[src/common/fp_add_defines.svh]
/*
 * Register map and widths of the adder peripheral
 * Addresses are byte offsets on a 4-bit AXI4-Lite address bus
 */

`ifndef FP_ADD_DEFINES_SVH
`define FP_ADD_DEFINES_SVH

// AXI4-Lite bus widths
`define FP_ADD_ADDR_W 4
`define FP_ADD_DATA_W 32

// Register offsets
`define FP_ADD_ADDR_OP_A   4'h0
`define FP_ADD_ADDR_OP_B   4'h4
`define FP_ADD_ADDR_RESULT 4'h8
`define FP_ADD_ADDR_STATUS 4'hC

// Number of register stages in the adder
`define FP_ADD_PIPE_DEPTH 3

`endif

[src/common/fp_add_pkg.sv]
/*
 * Shared types for the single-precision adder peripheral
 * Only positive normal operands are modelled, no rounding, no NaN or infinity
 * Stage payloads carry a passthrough operand for the zero-operand case
 */

package fp_add_pkg;

  // IEEE 754 single-precision fields, sign in bit 31
  typedef struct packed {
    logic        sign;
    logic [7:0]  exp;
    logic [22:0] mant;
  } float_t;

  // Operand pair written by the host, a is taken from OP_A
  typedef struct packed {
    float_t a;
    float_t b;
  } operands_t;

  // Stage 1 output after exponent ordering and alignment
  typedef struct packed {
    logic [23:0] small_sig;  // Smaller significand, already shifted right
    logic [23:0] big_sig;    // Larger significand with hidden one
    logic [7:0]  exp;        // Exponent of the larger operand
    float_t      pass;       // Operand returned as is when the other is zero
    logic        pass_en;
  } aligned_t;

  // Stage 2 output after significand addition
  typedef struct packed {
    logic        carry;
    logic [23:0] sig;
    logic [7:0]  exp;
    float_t      pass;
    logic        pass_en;
  } summed_t;

  // Final sum with its zero status
  typedef struct packed {
    float_t sum;
    logic   zero;  // Bits 30..0 of sum are all zero
  } result_t;

  // AXI response codes used by this slave
  typedef enum logic [1:0] {
    OKAY   = 2'b00,
    SLVERR = 2'b10
  } axi_resp_e;

endpackage

[src/fp_adder/fp_add_pipe.sv]
/*
 * Three-stage adder for positive normal single-precision operands
 * Shifted-out bits are dropped, no rounding, carry out of exponent 254 is not caught
 * An operand with bits 30..0 at zero makes the other operand pass through unchanged
 */

`timescale 1ns/1ps

module fp_add_pipe (
  input  logic                  clk,
  input  logic                  rst_n,
  input  fp_add_pkg::operands_t op,
  input  logic                  op_valid,
  output logic                  op_ready,
  output fp_add_pkg::result_t   res,
  output logic                  res_valid,
  input  logic                  res_ready,
  output logic                  busy
);

  // Stage 1 signals
  fp_add_pkg::float_t   small_op;
  fp_add_pkg::float_t   big_op;
  logic                 swap;
  logic                 a_zero;
  logic                 b_zero;
  fp_add_pkg::aligned_t align_d;
  fp_add_pkg::aligned_t align_q;
  logic                 align_valid;

  // Stage 2 signals
  logic                 add_ready;
  fp_add_pkg::summed_t  sum_d;
  fp_add_pkg::summed_t  sum_q;
  logic                 sum_valid;

  // Stage 3 signals
  logic                 norm_ready;
  logic [7:0]           norm_exp;
  logic [22:0]          norm_mant;
  fp_add_pkg::float_t   norm_sum;
  fp_add_pkg::result_t  norm_d;

  // Operand with the smaller exponent gets shifted
  assign swap     = op.a.exp > op.b.exp;
  assign small_op = swap ? op.b : op.a;
  assign big_op   = swap ? op.a : op.b;

  // Zero detection ignores the sign bit
  assign a_zero = {op.a.exp, op.a.mant} == 31'b0;
  assign b_zero = {op.b.exp, op.b.mant} == 31'b0;

  always_comb
  begin
    // Right shift by the exponent difference, large differences flush to zero
    align_d.small_sig = {1'b1, small_op.mant} >> (big_op.exp - small_op.exp);
    align_d.big_sig   = {1'b1, big_op.mant};
    align_d.exp       = big_op.exp;
    // b is returned when a is zero, a when only b is zero
    align_d.pass      = a_zero ? op.b : op.a;
    align_d.pass_en   = a_zero | b_zero;
  end

  pipe_stage #(
    .payload_t (fp_add_pkg::aligned_t)
  ) i_align_stage (
    .clk       (clk),
    .rst_n     (rst_n),
    .in        (align_d),
    .in_valid  (op_valid),
    .in_ready  (op_ready),
    .out       (align_q),
    .out_valid (align_valid),
    .out_ready (add_ready)
  );

  always_comb
  begin
    // 25-bit sum keeps the carry of the two 24-bit significands
    {sum_d.carry, sum_d.sig} = {1'b0, align_q.small_sig} + {1'b0, align_q.big_sig};
    sum_d.exp                = align_q.exp;
    sum_d.pass               = align_q.pass;
    sum_d.pass_en            = align_q.pass_en;
  end

  pipe_stage #(
    .payload_t (fp_add_pkg::summed_t)
  ) i_add_stage (
    .clk       (clk),
    .rst_n     (rst_n),
    .in        (sum_d),
    .in_valid  (align_valid),
    .in_ready  (add_ready),
    .out       (sum_q),
    .out_valid (sum_valid),
    .out_ready (norm_ready)
  );

  // Renormalize by one place on carry, the hidden one drops off the top
  always_comb
  begin
    if (sum_q.carry)
    begin
      norm_exp  = sum_q.exp + 8'd1;
      norm_mant = sum_q.sig[23:1];
    end
    else
    begin
      norm_exp  = sum_q.exp;
      norm_mant = sum_q.sig[22:0];
    end
  end

  // A calculated sum is always positive
  assign norm_sum = sum_q.pass_en ? sum_q.pass : {1'b0, norm_exp, norm_mant};

  assign norm_d.sum  = norm_sum;
  assign norm_d.zero = {norm_sum.exp, norm_sum.mant} == 31'b0;

  pipe_stage #(
    .payload_t (fp_add_pkg::result_t)
  ) i_norm_stage (
    .clk       (clk),
    .rst_n     (rst_n),
    .in        (norm_d),
    .in_valid  (sum_valid),
    .in_ready  (norm_ready),
    .out       (res),
    .out_valid (res_valid),
    .out_ready (res_ready)
  );

  // Any occupied stage means work in flight
  assign busy = align_valid | sum_valid | res_valid;

endmodule

[src/fp_add_top.sv]
/*
 * Adder peripheral top, AXI4-Lite slave in front of the adder pipeline
 * Status shows a new sum 4 cycles after an unstalled OP_B write
 */

`timescale 1ns/1ps
`include "fp_add_defines.svh"

module fp_add_top (
  input  logic                         clk,
  input  logic                         rst_n,
  input  logic [`FP_ADD_ADDR_W-1:0]    awaddr,
  input  logic                         awvalid,
  output logic                         awready,
  input  logic [`FP_ADD_DATA_W-1:0]    wdata,
  input  logic [`FP_ADD_DATA_W/8-1:0]  wstrb,
  input  logic                         wvalid,
  output logic                         wready,
  output fp_add_pkg::axi_resp_e        bresp,
  output logic                         bvalid,
  input  logic                         bready,
  input  logic [`FP_ADD_ADDR_W-1:0]    araddr,
  input  logic                         arvalid,
  output logic                         arready,
  output logic [`FP_ADD_DATA_W-1:0]    rdata,
  output fp_add_pkg::axi_resp_e        rresp,
  output logic                         rvalid,
  input  logic                         rready
);

  // Operand stream into the adder
  fp_add_pkg::operands_t op;
  logic                  op_valid;
  logic                  op_ready;

  // Result stream back to the register file
  fp_add_pkg::result_t   res;
  logic                  res_valid;
  logic                  res_ready;
  logic                  busy;

  fp_axil_regs i_fp_axil_regs (
    .clk       (clk),
    .rst_n     (rst_n),
    .awaddr    (awaddr),
    .awvalid   (awvalid),
    .awready   (awready),
    .wdata     (wdata),
    .wstrb     (wstrb),
    .wvalid    (wvalid),
    .wready    (wready),
    .bresp     (bresp),
    .bvalid    (bvalid),
    .bready    (bready),
    .araddr    (araddr),
    .arvalid   (arvalid),
    .arready   (arready),
    .rdata     (rdata),
    .rresp     (rresp),
    .rvalid    (rvalid),
    .rready    (rready),
    .op        (op),
    .op_valid  (op_valid),
    .op_ready  (op_ready),
    .res       (res),
    .res_valid (res_valid),
    .res_ready (res_ready),
    .busy      (busy)
  );

  fp_add_pipe i_fp_add_pipe (
    .clk       (clk),
    .rst_n     (rst_n),
    .op        (op),
    .op_valid  (op_valid),
    .op_ready  (op_ready),
    .res       (res),
    .res_valid (res_valid),
    .res_ready (res_ready),
    .busy      (busy)
  );

endmodule

[src/fp_axil_regs.sv]
/*
 * AXI4-Lite register front end of the adder, WSTRB is ignored
 * One write and one read in flight, OP_B write response waits for the issue
 * Single-entry result buffer, a RESULT read on an empty buffer gives SLVERR
 */

`timescale 1ns/1ps
`include "fp_add_defines.svh"

module fp_axil_regs (
  input  logic                         clk,
  input  logic                         rst_n,
  input  logic [`FP_ADD_ADDR_W-1:0]    awaddr,
  input  logic                         awvalid,
  output logic                         awready,
  input  logic [`FP_ADD_DATA_W-1:0]    wdata,
  input  logic [`FP_ADD_DATA_W/8-1:0]  wstrb,
  input  logic                         wvalid,
  output logic                         wready,
  output fp_add_pkg::axi_resp_e        bresp,
  output logic                         bvalid,
  input  logic                         bready,
  input  logic [`FP_ADD_ADDR_W-1:0]    araddr,
  input  logic                         arvalid,
  output logic                         arready,
  output logic [`FP_ADD_DATA_W-1:0]    rdata,
  output fp_add_pkg::axi_resp_e        rresp,
  output logic                         rvalid,
  input  logic                         rready,
  output fp_add_pkg::operands_t        op,
  output logic                         op_valid,
  input  logic                         op_ready,
  input  fp_add_pkg::result_t          res,
  input  logic                         res_valid,
  output logic                         res_ready,
  input  logic                         busy
);

  logic                      aw_held;
  logic                      w_held;
  logic [`FP_ADD_ADDR_W-1:0] aw_addr_q;
  logic [`FP_ADD_DATA_W-1:0] w_data_q;
  logic                      wr_block;
  logic                      aw_hs;
  logic                      w_hs;
  logic                      wr_fire;
  logic [`FP_ADD_ADDR_W-1:0] wr_addr;
  logic [`FP_ADD_DATA_W-1:0] wr_data;
  logic                      issue_hs;
  logic                      ar_hs;
  logic                      rd_pop;
  fp_add_pkg::float_t        op_a;
  fp_add_pkg::float_t        op_b;
  fp_add_pkg::result_t       res_buf;
  logic                      res_buf_valid;

  // No new write while a response or an issue is outstanding
  assign wr_block = bvalid | op_valid;
  assign awready  = !aw_held && !wr_block;
  assign wready   = !w_held && !wr_block;
  assign aw_hs    = awvalid && awready;
  assign w_hs     = wvalid && wready;

  // Address and data may arrive in either order
  assign wr_fire  = (aw_held || aw_hs) && (w_held || w_hs);
  assign wr_addr  = aw_held ? aw_addr_q : awaddr;
  assign wr_data  = w_held ? w_data_q : wdata;
  assign issue_hs = op_valid && op_ready;

  assign op = '{a: op_a, b: op_b};

  always_ff @(posedge clk or negedge rst_n)
  begin
    if (!rst_n)
    begin
      aw_held   <= 1'b0;
      w_held    <= 1'b0;
      aw_addr_q <= '0;
      w_data_q  <= '0;
      op_a      <= '0;
      op_b      <= '0;
      op_valid  <= 1'b0;
      bvalid    <= 1'b0;
      bresp     <= fp_add_pkg::OKAY;
    end
    else
    begin
      // Park whichever half came first
      if (wr_fire)
        aw_held <= 1'b0;
      else if (aw_hs)
      begin
        aw_held   <= 1'b1;
        aw_addr_q <= awaddr;
      end

      if (wr_fire)
        w_held <= 1'b0;
      else if (w_hs)
      begin
        w_held   <= 1'b1;
        w_data_q <= wdata;
      end

      if (wr_fire)
      begin
        case (wr_addr)
          `FP_ADD_ADDR_OP_A:
          begin
            op_a   <= fp_add_pkg::float_t'(wr_data);
            bvalid <= 1'b1;
            bresp  <= fp_add_pkg::OKAY;
          end
          // Response deferred until the pipe takes the operands
          `FP_ADD_ADDR_OP_B:
          begin
            op_b     <= fp_add_pkg::float_t'(wr_data);
            op_valid <= 1'b1;
          end
          // RESULT and STATUS are read-only
          default:
          begin
            bvalid <= 1'b1;
            bresp  <= fp_add_pkg::SLVERR;
          end
        endcase
      end

      if (issue_hs)
      begin
        op_valid <= 1'b0;
        bvalid   <= 1'b1;
        bresp    <= fp_add_pkg::OKAY;
      end

      if (bvalid && bready)
        bvalid <= 1'b0;
    end
  end

  // One read response at a time
  assign arready = !rvalid;
  assign ar_hs   = arvalid && arready;
  assign rd_pop  = ar_hs && (araddr == `FP_ADD_ADDR_RESULT) && res_buf_valid;

  always_ff @(posedge clk or negedge rst_n)
  begin
    if (!rst_n)
    begin
      rvalid <= 1'b0;
      rdata  <= '0;
      rresp  <= fp_add_pkg::OKAY;
    end
    else if (ar_hs)
    begin
      rvalid <= 1'b1;
      rresp  <= fp_add_pkg::OKAY;
      case (araddr)
        `FP_ADD_ADDR_OP_A:   rdata <= op_a;
        `FP_ADD_ADDR_OP_B:   rdata <= op_b;
        `FP_ADD_ADDR_RESULT:
        begin
          rdata <= res_buf_valid ? res_buf.sum : '0;
          if (!res_buf_valid)
            rresp <= fp_add_pkg::SLVERR;
        end
        // Bit 0 result_valid, bit 1 zero, bit 2 busy
        `FP_ADD_ADDR_STATUS:
          rdata <= {{(`FP_ADD_DATA_W-3){1'b0}}, busy,
                    res_buf_valid & res_buf.zero, res_buf_valid};
        default:
        begin
          rdata <= '0;
          rresp <= fp_add_pkg::SLVERR;
        end
      endcase
    end
    else if (rvalid && rready)
      rvalid <= 1'b0;
  end

  // Result buffer accepts only when empty
  assign res_ready = !res_buf_valid;

  always_ff @(posedge clk or negedge rst_n)
  begin
    if (!rst_n)
    begin
      res_buf       <= '0;
      res_buf_valid <= 1'b0;
    end
    else if (res_valid && res_ready)
    begin
      res_buf       <= res;
      res_buf_valid <= 1'b1;
    end
    else if (rd_pop)
      res_buf_valid <= 1'b0;
  end

endmodule

[src/pipe_stage.sv]
/*
 * Elastic pipeline register, one cycle latency, full throughput
 * in_ready looks at out_ready combinationally, out_valid never depends on ready
 */

`timescale 1ns/1ps

module pipe_stage #(
  parameter type payload_t = logic
) (
  input  logic     clk,
  input  logic     rst_n,
  input  payload_t in,
  input  logic     in_valid,
  output logic     in_ready,
  output payload_t out,
  output logic     out_valid,
  input  logic     out_ready
);

  // Room when empty or when the held item leaves this cycle
  assign in_ready = !out_valid || out_ready;

  always_ff @(posedge clk or negedge rst_n)
  begin
    if (!rst_n)
      out_valid <= 1'b0;
    else if (in_ready)
      out_valid <= in_valid;
  end

  // Payload only moves on an accepted transfer
  always_ff @(posedge clk)
  begin
    if (in_valid && in_ready)
      out <= in;
  end

endmodule

[config.mk]
export PLATFORM = sky130hd
export DESIGN_NAME = fp_add_top
export DESIGN_NICKNAME = d
export VERILOG_FILES = /design/src/common/fp_add_pkg.sv /design/src/fp_adder/fp_add_pipe.sv /design/src/fp_add_top.sv /design/src/fp_axil_regs.sv /design/src/pipe_stage.sv
export VERILOG_INCLUDE_DIRS = /design/src /design/src/common
export SDC_FILE = /design/constraint.sdc
export NUM_CORES = 1
export LEC_CHECK = 0
export BUFFER_PORTS_ARGS = -buffer_cell sky130_fd_sc_hd__buf_2
export CORE_AREA = 4 4 171 338
export CTS_BUF_LIST = sky130_fd_sc_hd__clkbuf_2
export CTS_CLUSTER_DIAMETER = 100
export DETAILED_ROUTE_END_ITERATION = 8
export DIE_AREA = 0 0 175 342
export HOLD_SLACK_MARGIN = 0.02
export PLACE_DENSITY = 0.51
export SYNTH_ARGS = -nofsm -noshare
export SYNTH_HDL_FRONTEND = slang
export SYNTH_SLANG_ARGS = --single-unit
export TNS_END_PERCENT = 10
[constraint.sdc]
create_clock -name clk -period 11.8 [get_ports clk]
set_input_delay 2.36 -clock clk [delete_from_list [all_inputs] [get_ports clk]]
set_output_delay 2.36 -clock clk [all_outputs]
set_load 0.01 [all_outputs]
Word level (Yosys, flattened, before mapping):

Index checks and enable logic that the tools add are counted.

* add/subtract/negate cells: 3
* $lt $le $gt $ge: 1
* eq/ne operators: 6
* shifts and indexed selects: 1
* mux-type cells: 30
* bitwise gates (word level): 6
* reductions and logical operators: 47

Operators with widths (count)
* $pmux 32 s4: 1
* $mux 32: 3
* $logic_not 31->1: 3
* $mux 31: 3
* $add 24x24->25: 1
* $shr 24x8->24: 1
* $mux 23: 1
* $mux 1: 15
* $logic_and 1x1->1: 14
* $reduce_and 2->1: 7
* $reduce_bool 2->1: 6
* $add 8x1->8 const B: 1
* $eq 4x3->1 const B: 2
* $eq 4x4->1 const B: 2
* $gt 8x8->1: 1
* $logic_not 1->1: 8
* $logic_not 4->1: 2
* $mux 8: 1
* $pmux 2 s2: 2
* $sub 8x8->8: 1
* $mux 2: 3
* $logic_or 1x1->1: 5
* $mux 4: 1
* $or 1x1->1: 4
* 6 further kinds: 6

* register bits after elaboration: 365
* output and inout port bits: 41
* logic and storage cells: 136

Logic depth before layout (Yosys ltp):

Gate-level depths: netlist of run 1.

* depth in word-level cells: 9
* mapped depth: 18
* mapped depth without buffers: 15

Cells and area by module:

Synthesis of run 1 repeated with hierarchy kept, for this count alone.

* cells, all modules: 1462
* area total of the unflattened synthesis: 18584.1 µm²

Modules (own cells, without submodules)
* fp_axil_regs: instances 1, cells each 551, area each 7863.8 µm²
* fp_add_pipe: instances 1, cells each 711, area each 4913.5 µm²
* pipe_stage at i_fp_add_pipe.i_align_stage: instances 1, cells each 93, area each 2726.4 µm²
* pipe_stage at i_fp_add_pipe.i_add_stage: instances 1, cells each 70, area each 2035.7 µm²
* pipe_stage at i_fp_add_pipe.i_norm_stage: instances 1, cells each 37, area each 1044.8 µm²

Least setup slack after synthesis of run 1:

Ideal clock, no wire load.

* path kind: input port to flip-flop
* from: in araddr[1]
* to: reg i_fp_axil_regs.rdata[20]
* library setup time: 77 ps
* data arrival time: 3790 ps
* required time: 11723 ps
* setup slack: 7933 ps
* stages: 7
* path through: or2_2 clkbuf_1 nor3_1 clkbuf_1 clkbuf_1 a222oi_1 a21oi_1

* longest elaborated chain between the ends: 2

Ends and longest elaborated chain
* start, declared: line fp_add_top.sv:22 `` input logic [`FP_ADD_ADDR_W-1:0] araddr, ``
* $eq 4x4->1, or another cell as far along: line fp_axil_regs.sv:158 `case (araddr)`
* $pmux 32 s4 *: line fp_axil_regs.sv:158
* end signal, assigned: line fp_axil_regs.sv:159 `` `FP_ADD_ADDR_OP_A: rdata <= op_a; ``
* end signal, assigned: line fp_axil_regs.sv:160 `` `FP_ADD_ADDR_OP_B: rdata <= op_b; ``
* end signal, assigned: line fp_axil_regs.sv:163 `rdata <= res_buf_valid ? res_buf.sum : '0;`
* end, declared: line fp_axil_regs.sv:26 `` output logic [`FP_ADD_DATA_W-1:0] rdata, ``

Every way passes the cells marked *; elsewhere a longest branch is shown, timed or not.
A chain may end at the register's enable or synchronous reset.

Worst setup path after layout of run 1:

* from: reg i_fp_axil_regs.op_b (netlist bit i_fp_axil_regs.op[26])
* to: reg i_fp_add_pipe.i_align_stage.out[72] (netlist name), data pin

* longest elaborated chain between the ends: 4

Ends and longest elaborated chain
* start, declared: line fp_axil_regs.sv:53 `fp_add_pkg::float_t op_b;`
* start signal, assigned: line fp_axil_regs.sv:117 `op_b <= fp_add_pkg::float_t'(wr_data);`
* $gt 8x8->1: line fp_add_pipe.sv:45 `assign swap = op.a.exp > op.b.exp;`
* $mux 31, on equally long branches: line fp_add_pipe.sv:47, fp_add_pipe.sv:46
* $sub 8x8->8: line fp_add_pipe.sv:56 `align_d.small_sig = {1'b1, small_op.mant} >> (big_op.exp - small_op.exp);`
* $shr 24x8->24 *: line fp_add_pipe.sv:56
* end signal, assigned: line pipe_stage.sv:36 `out <= in;`
* end, declared: line pipe_stage.sv:16 `output payload_t out,`

Marks and branches as above.

==> out/qor.yml, run 1 <==
synth_largest_area_cell: "edfxtp_1"
ios: 92
wire_per_inst_um: 21.4
ir_drop_uv: 304
synth_edf_count: 187
r2r_cells: 14
die_y_um: 342
synth_top_family_by_area: "compound AO/OA/AOI/OAI gates"
dieArea_um2: 59900
fin_area_um2: 19600
synth.area.mux_share_pct: 12.4
synth-simple-area-share_pct: 11.0
tritoncts: "done"
p_leak_nw: 8.16
rrSetupSlack_ps: 6230
setup_viol: 0
whs_ps: 411
antenna_found_initial: 2
core_area_um2: 55300
report.final.slew_viol_count: 0
endpoint_kind: "flop"
crit_fanout: 22
hp-start: "i_fp_add_pipe.i_norm_stage.out[16]"
grt_max_degree: 107
cp_data_arrival_time_ps: 6290
drc: 0
clk_latency_ps: 1040
regArea_um2: 10000
cp.required_ps: 12530
cts_resized: 0
power_mw: 6.26
cts_root_buf: "clkbuf_2"
r2r_end: "i_fp_add_pipe.i_align_stage.out[72]"
drt_iter0_drc: 794
ys_seq_elements: 363
die_w_um: 175
synth_area_leaders: "edfxtp_1, dfrtp_1, mux2i_1"
maxCapViolations: 0
final_nets: 1687
firstDrtPassIters: 5
grt_setup_unrepaired: "false"
outcome: "complete, no violations"
fmax_mhz: 180
row_count: 122
synthCells: 1489
crit_path_start_kind: "flop"
place.gp.congestion: 0.889
synth_flop_cell: "edfxtp_1"
start_util_pct: 31.6
cts_buffers: 85
track_usage_pct: 17.2
mappedNetlistArea_um2: 17500
vias: 12400
fillers: 5622
drive_gt1_share_pct: 22.3
setup.worst_path.start: "i_fp_axil_regs.op[26]"
cts_hold_buf: 0
netlist_top_cells_count: "nand2_1, edfxtp_1, dfrtp_1"
detail-route-antenna-nets: 0
area_delta_synth_final_pct: 12.0
hpwl_mm: 36.7
finalCritPeriodShare_pct: 47.2
timing.rr.start: "i_fp_axil_regs.op[26]"
critPathKind: "reg2reg"
yosysUniqueCellTypes: 69
cts.sinks: 363
grt_pass1_wl_mm: 77.7
power_density_nw_per_um2: 320
htreeDepth: 3
crit_path_end: "i_fp_add_pipe.i_align_stage.out[72]"
avgSynthCellArea_um2: 11.7
clockBufferDepth: 3
gr-usage-met3_pct: 2.89
yosysMostFrequentCell: "nand2_1"
maxSlewHeadroom_pct: 24.4
gr-usage-met1_pct: 18.6
netlist.area_leader.share_pct: 32.1
multi_input_area_um2: 7090
grt_overflow: 0
post_drt_via_cell_ratio: 5.12
yosys_warnings: 0
ys_async_sr_fraction_pct: 48.5
setup_slack_ps: 6230
skew_ps: 105
placed_area_um2: 18800
tns_ps: 0
first_global_vias: 12800
ys_seq_area_share_pct: 57.3
grt_use_met2_pct: 32.3
io_buffers: 85
synth-xor-area-share_pct: 1.75
synth-adder-area-share_pct: 2.48
tightest_slew_ps: 1130
drt-total-wl_mm: 51.6
cts_setup_buffers: 0
clkTransAtPathRegs_ps: 130
place_ws_ps: 6300
finalHoldViolCount: 0
synth_compound_area_share_pct: 12.4
gr-max-usage-layer: "met2"
hp-class: "reg2reg"
period_needed_ps: 5570
## placed cells by master, fill, tap and decap left out, types with 23 or more instances in the layout
cell | netlist | routed
a21o_1 | 39 | 39
a21oi_1 | 74 | 74
a222oi_1 | 29 | 29
buf_2 | 4 | 84
buf_4 | 5 | 23
clkbuf_2 | 0 | 129
dfrtp_1 | 176 | 175
edfxtp_1 | 187 | 187
ha_1 | 33 | 33
inv_1 | 26 | 25
mux2_2 | 72 | 72
mux2i_1 | 111 | 111
nand2_1 | 209 | 209
nor2_1 | 73 | 72
o21ai_0 | 116 | 116
## state kept, by name, indices dropped and copies added, names as in the netlist
signal / flops
i_fp_axil_regs.aw_addr_q: 4
i_fp_add_pipe.i_norm_stage.out_valid: 1
i_fp_axil_regs.rvalid: 1
i_fp_axil_regs.aw_held: 1
i_fp_axil_regs.res_buf_valid: 1
i_fp_axil_regs.w_held: 1
i_fp_axil_regs.bvalid: 1
i_fp_axil_regs.rdata: 32
i_fp_axil_regs.op_valid: 1
i_fp_axil_regs.res_buf: 33
i_fp_add_pipe.i_add_stage.out_valid: 1
i_fp_add_pipe.i_align_stage.out_valid: 1
i_fp_add_pipe.i_add_stage.out: 66
i_fp_axil_regs.op: 64
i_fp_axil_regs.w_data_q: 32
i_fp_axil_regs.bresp: 1
i_fp_add_pipe.i_align_stage.out: 88
i_fp_axil_regs.rresp: 1
i_fp_add_pipe.i_norm_stage.out: 33
## through the flow
step / cells / utilization (%)
after global routing: 2417 / 35.4
after floorplan: 1490 / -
after CTS: 2415 / 35.4
after global placement: 2259 / 33.9
after detailed placement: 2259 / 33.9
final: 2417 / 35.4
## cells by family (layout without fill, tap and decap cells)
kind of cell	after synthesis	in the layout
compound gates	334	334
xor+xnor	34	34
fa+ha+maj	34	34
buf+inv	110	291
flops	363	363
mux	194	194
other cells	1	4
simple gates	419	419
## routing by layer
layer | vias up | part of all wire, %
li1 | 5800 | -
met1 | 6103 | 37
met2 | 373 | 54
met3 | 91 | 4.6
met4 | 0 | 4.4
met5 | - | 0
## final cells by class
class / count / area share (%)
multi-input combinational: 1017 / 36.2
antenna: 2 / 0.0256
timing repair buffer: 108 / 3.10
inverter: 27 / 0.524
sequential: 363 / 51.2
clock buffer: 129 / 3.30
tap: 744 / 4.76
clock inverter: 27 / 0.869
## worst max-delay path, cell delays in order, from the launching register on
cell	delay, ps
dfrtp_1	520
inv_1	100
ha_1	660
and4_1	340
nand2_4	110
and2_4	170
a2111oi_4	390
a21oi_1	100
ha_1	240
o31ai_2	270
nand3_1	100
a21o_1	200
xnor2_1	700
o211ai_2	690
o22ai_1	650
## worst min-delay path by stage
stage / end / slack, ps / cells past startpoint
floorplan: i_fp_add_pipe.i_add_stage.out[0] / 400 / 0
global placement: i_fp_add_pipe.i_add_stage.out[0] / 400 / 0
detailed placement: i_fp_add_pipe.i_add_stage.out[10] / 400 / 0
CTS: i_fp_axil_regs.res_buf[16] / 380 / 1
global route: i_fp_add_pipe.i_add_stage.out[9] / 420 / 0
finish: i_fp_axil_regs.res_buf[16] / 410 / 1
## power by group
part	total [mW]	leakage, nW	switching (mW)	internal, mW
registers	2.07	3.90	0.394	1.68
clock network	0.851	0.624	0.514	0.337
logic	3.34	3.64	2.06	1.27
total	6.26	8.16	2.97	3.29
Note: power is estimated with default switching activity, not from simulation.
==> inputs of run 2 (changes only) <==
--- a/config.mk
+++ b/config.mk
@@ -13,7 +13,7 @@
 export DETAILED_ROUTE_END_ITERATION = 8
 export DIE_AREA = 0 0 175 342
 export HOLD_SLACK_MARGIN = 0.02
-export PLACE_DENSITY = 0.51
+export PLACE_DENSITY = 0.52
 export SYNTH_ARGS = -nofsm -noshare
 export SYNTH_HDL_FRONTEND = slang
 export SYNTH_SLANG_ARGS = --single-unit
==> constraint.sdc (replaced) <==
create_clock -name clk -period 4.53 [get_ports clk]
set_input_delay 0.906 -clock clk [delete_from_list [all_inputs] [get_ports clk]]
set_output_delay 0.906 -clock clk [all_outputs]
set_load 0.01 [all_outputs]
==> run 2 against run 1 <==
- die area unchanged
- first-iteration DRC count increased by 13%
- hold slack got worse by 260 ps
- register-to-register slack got worse by 5900 ps
- total power increased to 2.7 times the previous value
- critical path type unchanged
- maximum frequency increased by 33%
- via count increased by 2.8%
- final area increased by 2.8%
- combinational power increased to 2.8 times the previous value
- sequential share of layout area decreased by 1.4 points
- global-route usage increased by 0.86 points
==> out/qor.yml, run 2 (synthesis gave the netlist of run 1 again) <==
tightest_slew_ps: 934  # was 1130 ps
final_nets: 1745  # was 1,687
crit_fanout: 22  # unchanged
layout_common_cells: "nand2_1, edfxtp_1, dfrtp_1"  # unchanged
dieArea_um2: 59900  # unchanged
finalNonFillerCells: 2476  # was 2,417
skew_ps: 163  # was 105 ps
clockBufferDepth: 3  # unchanged
dp.cells: 2290  # was 2,259
cp.required_ps: 5190  # was 12,530 ps
grt_pass1_wl_mm: 81.7  # was 77.7 mm
ir_drop_uv: 706  # was 304 µV
post_drt_via_cell_ratio: 5.13  # was 5.12
fillers: 5654  # was 5,622
clkTransAtPathRegs_ps: 110  # was 130 ps
timing.rr.start: "i_fp_axil_regs.op[60]"  # was i_fp_axil_regs.op[26]
finalHoldViolCount: 0  # unchanged
maxSlewHeadroom_pct: 37.7  # was 24.4%
drt_iter0_drc: 897  # was 794
crit_path_top_delay_cell: "dfrtp_1"  # was xnor2_1
cp_data_arrival_time_ps: 4840  # was 6290 ps
ios: 92  # unchanged
hp-start: "wdata[8]"  # was i_fp_add_pipe.i_norm_stage.out[16]
report.final.slew_viol_count: 0  # unchanged
die_w_um: 175  # unchanged
tns_ps: 0  # unchanged
clk_latency_ps: 1080  # was 1040 ps
drc: 0  # unchanged
maxCapViolations: 0  # unchanged
p_leak_nw: 8.43  # was 8.16 nW
largest_register_ffs: 88  # unchanged
multi_input_area_um2: 7100  # was 7090 µm²
power_density_nw_per_um2: 839  # was 320 nW/µm²
critPathKind: "reg2reg"  # unchanged
regArea_um2: 10000  # unchanged
hpwl_mm: 38.8  # was 36.7 mm
setup_slack_ps: 348  # was 6230 ps
fmax_mhz: 239  # was 180 MHz
regMostFlops: "i_fp_add_pipe.i_align_stage.out"  # unchanged
place.gp.congestion: 0.917  # was 0.889
cts.sinks: 363  # unchanged
detail-route-antenna-nets: 0  # unchanged
drt-total-wl_mm: 54.2  # was 51.6 mm
track_usage_pct: 18.1  # was 17.2%
wire_per_inst_um: 21.9  # was 21.4 µm
io_buffers: 85  # unchanged
start_util_pct: 31.6  # unchanged
layout_commonest_cell: "nand2_1"  # unchanged
die_y_um: 342  # unchanged
grt_overflow: 0  # unchanged
outcome: "complete, no violations"  # unchanged
crit_path_start_kind: "flop"  # unchanged
crit_chain: "ha_1, a211oi_2, o21bai_2, and2_4, a2111oi_4, a21oi_1, ha_1, o31ai_2, a31oi_1, a211oi_2, a31oi_1, o211a_1, o211ai_2, buf_6, o22ai_1"  # was inv_1, ha_1, and4_1, nand2_4, and2_4, a2111oi_4, a21oi_1, ha_1, o31ai_2, nand3_1, a21o_1, xnor2_1, o211ai_2, o22ai_1
drive_gt1_share_pct: 23.2  # was 22.3%
placed_area_um2: 19000  # was 18,800 µm²
vias: 12700  # was 12,400
period_needed_ps: 4180  # was 5570 ps
crit_path_max_incr_delay_ps: 460  # was 700 ps
hp-class: "in2reg"  # was reg2reg
fin_area_um2: 20100  # was 19,600 µm²
firstDrtPassIters: 6  # was 5
cts_root_buf: "clkbuf_2"  # unchanged
htreeDepth: 3  # unchanged
grt_max_degree: 83  # was 107
power_mw: 16.9  # was 6.26 mW
antenna_found_initial: 2  # unchanged
setup_viol: 0  # unchanged
first_global_vias: 13400  # was 12,800
core_area_um2: 55300  # unchanged
area_delta_synth_final_pct: 15.2  # was 12.0%
finalCritPeriodShare_pct: 92.3  # was 47.2%
cts_buffers: 85  # unchanged
grt_setup_unrepaired: "false"  # unchanged
row_count: 122  # unchanged
tritoncts: "done"  # unchanged
setup.worst_path.start: "i_fp_axil_regs.op[60]"  # was i_fp_axil_regs.op[26]
place_ws_ps: 305  # was 6300 ps
endpoint_kind: "flop"  # unchanged
## run 2: changes by cell type in the layout (fill, tap and decap cells not counted)
| cell | previous run | this run |
|---|---|---|
| buf_12 | 0 | 3 |
| clkinv_1 | 16 | 20 |
| clkinvlp_4 | 1 | 2 |
| dlygate4sd3_1 | 0 | 26 |
| inv_6 | 0 | 1 |
| inv_2 | 2 | 1 |
| buf_4 | 23 | 51 |
| a211oi_1 | 13 | 12 |
| clkinv_2 | 7 | 8 |
| clkbuf_2 | 129 | 124 |
| buf_6 | 0 | 1 |
| a211oi_2 | 1 | 2 |
## run 2: path summary, 6_finish.rpt
kind | to | slack, ps | cells past startpoint
worst max-delay path | i_fp_add_pipe.i_align_stage.out[69] | 350 | 15
worst min-delay path | i_fp_axil_regs.w_data_q[8] | 150 | 2
worst max register to register | i_fp_add_pipe.i_align_stage.out[69] | 350 | 15
worst min register to register | i_fp_add_pipe.i_add_stage.out[23] | 380 | 0
max in group asynchronous | i_fp_axil_regs.rdata[7] | 3080 | 3
min in group asynchronous | i_fp_axil_regs.res_buf[31] | 470 | 2
## run 2: repair_timing
action                                  in CTS  in global routing
resized for setup                            0                  2
buffers inserted                             0                  1
hold buffers                                26                  0
endpoints found under the setup margin       0                 22
endpoints found under the hold margin      105                  0
## run 2: worst max-delay path: cells and delay by family, from the launching register on
family	cells	cell delay, ps
compound gates	11	2200
fa+ha+maj	2	620
buf+inv	1	250
flops	1	460
simple gates	1	210
## run 2: area by class of cell
class	instances	area share [%]
Antenna cell	2	0.0249
Clock buffer	124	3.08
Clock inverter	33	1.01
Inverter	27	0.510
Multi-Input combinational cell	1017	35.3
Sequential cell	363	49.8
Tap cell	744	4.62
Timing Repair Buffer	166	5.71
## run 2: through the flow
stage,hold WS (ps),utilization (%)
after CTS,24.9,36.4
final,151,36.4
after global placement,400,34.4
after detailed placement,405,34.4
after floorplan,400,-
after global routing,53.1,36.4
## run 2: routing by layer
layer	wire length [µm]	global-route usage [%]	vias up
met5	0	0	-
met4	3550	11.1	0
met3	2650	3.36	141
met2	28400	32.7	442
met1	19500	19.3	6204
li1	-	-	5921
## run 2: report_power, final
part / internal, mW / total (mW) / switching, mW
Sequential: 4.37 / 5.21 / 0.840
Clock: 0.863 / 2.27 / 1.40
Combinational: 3.65 / 9.41 / 5.76
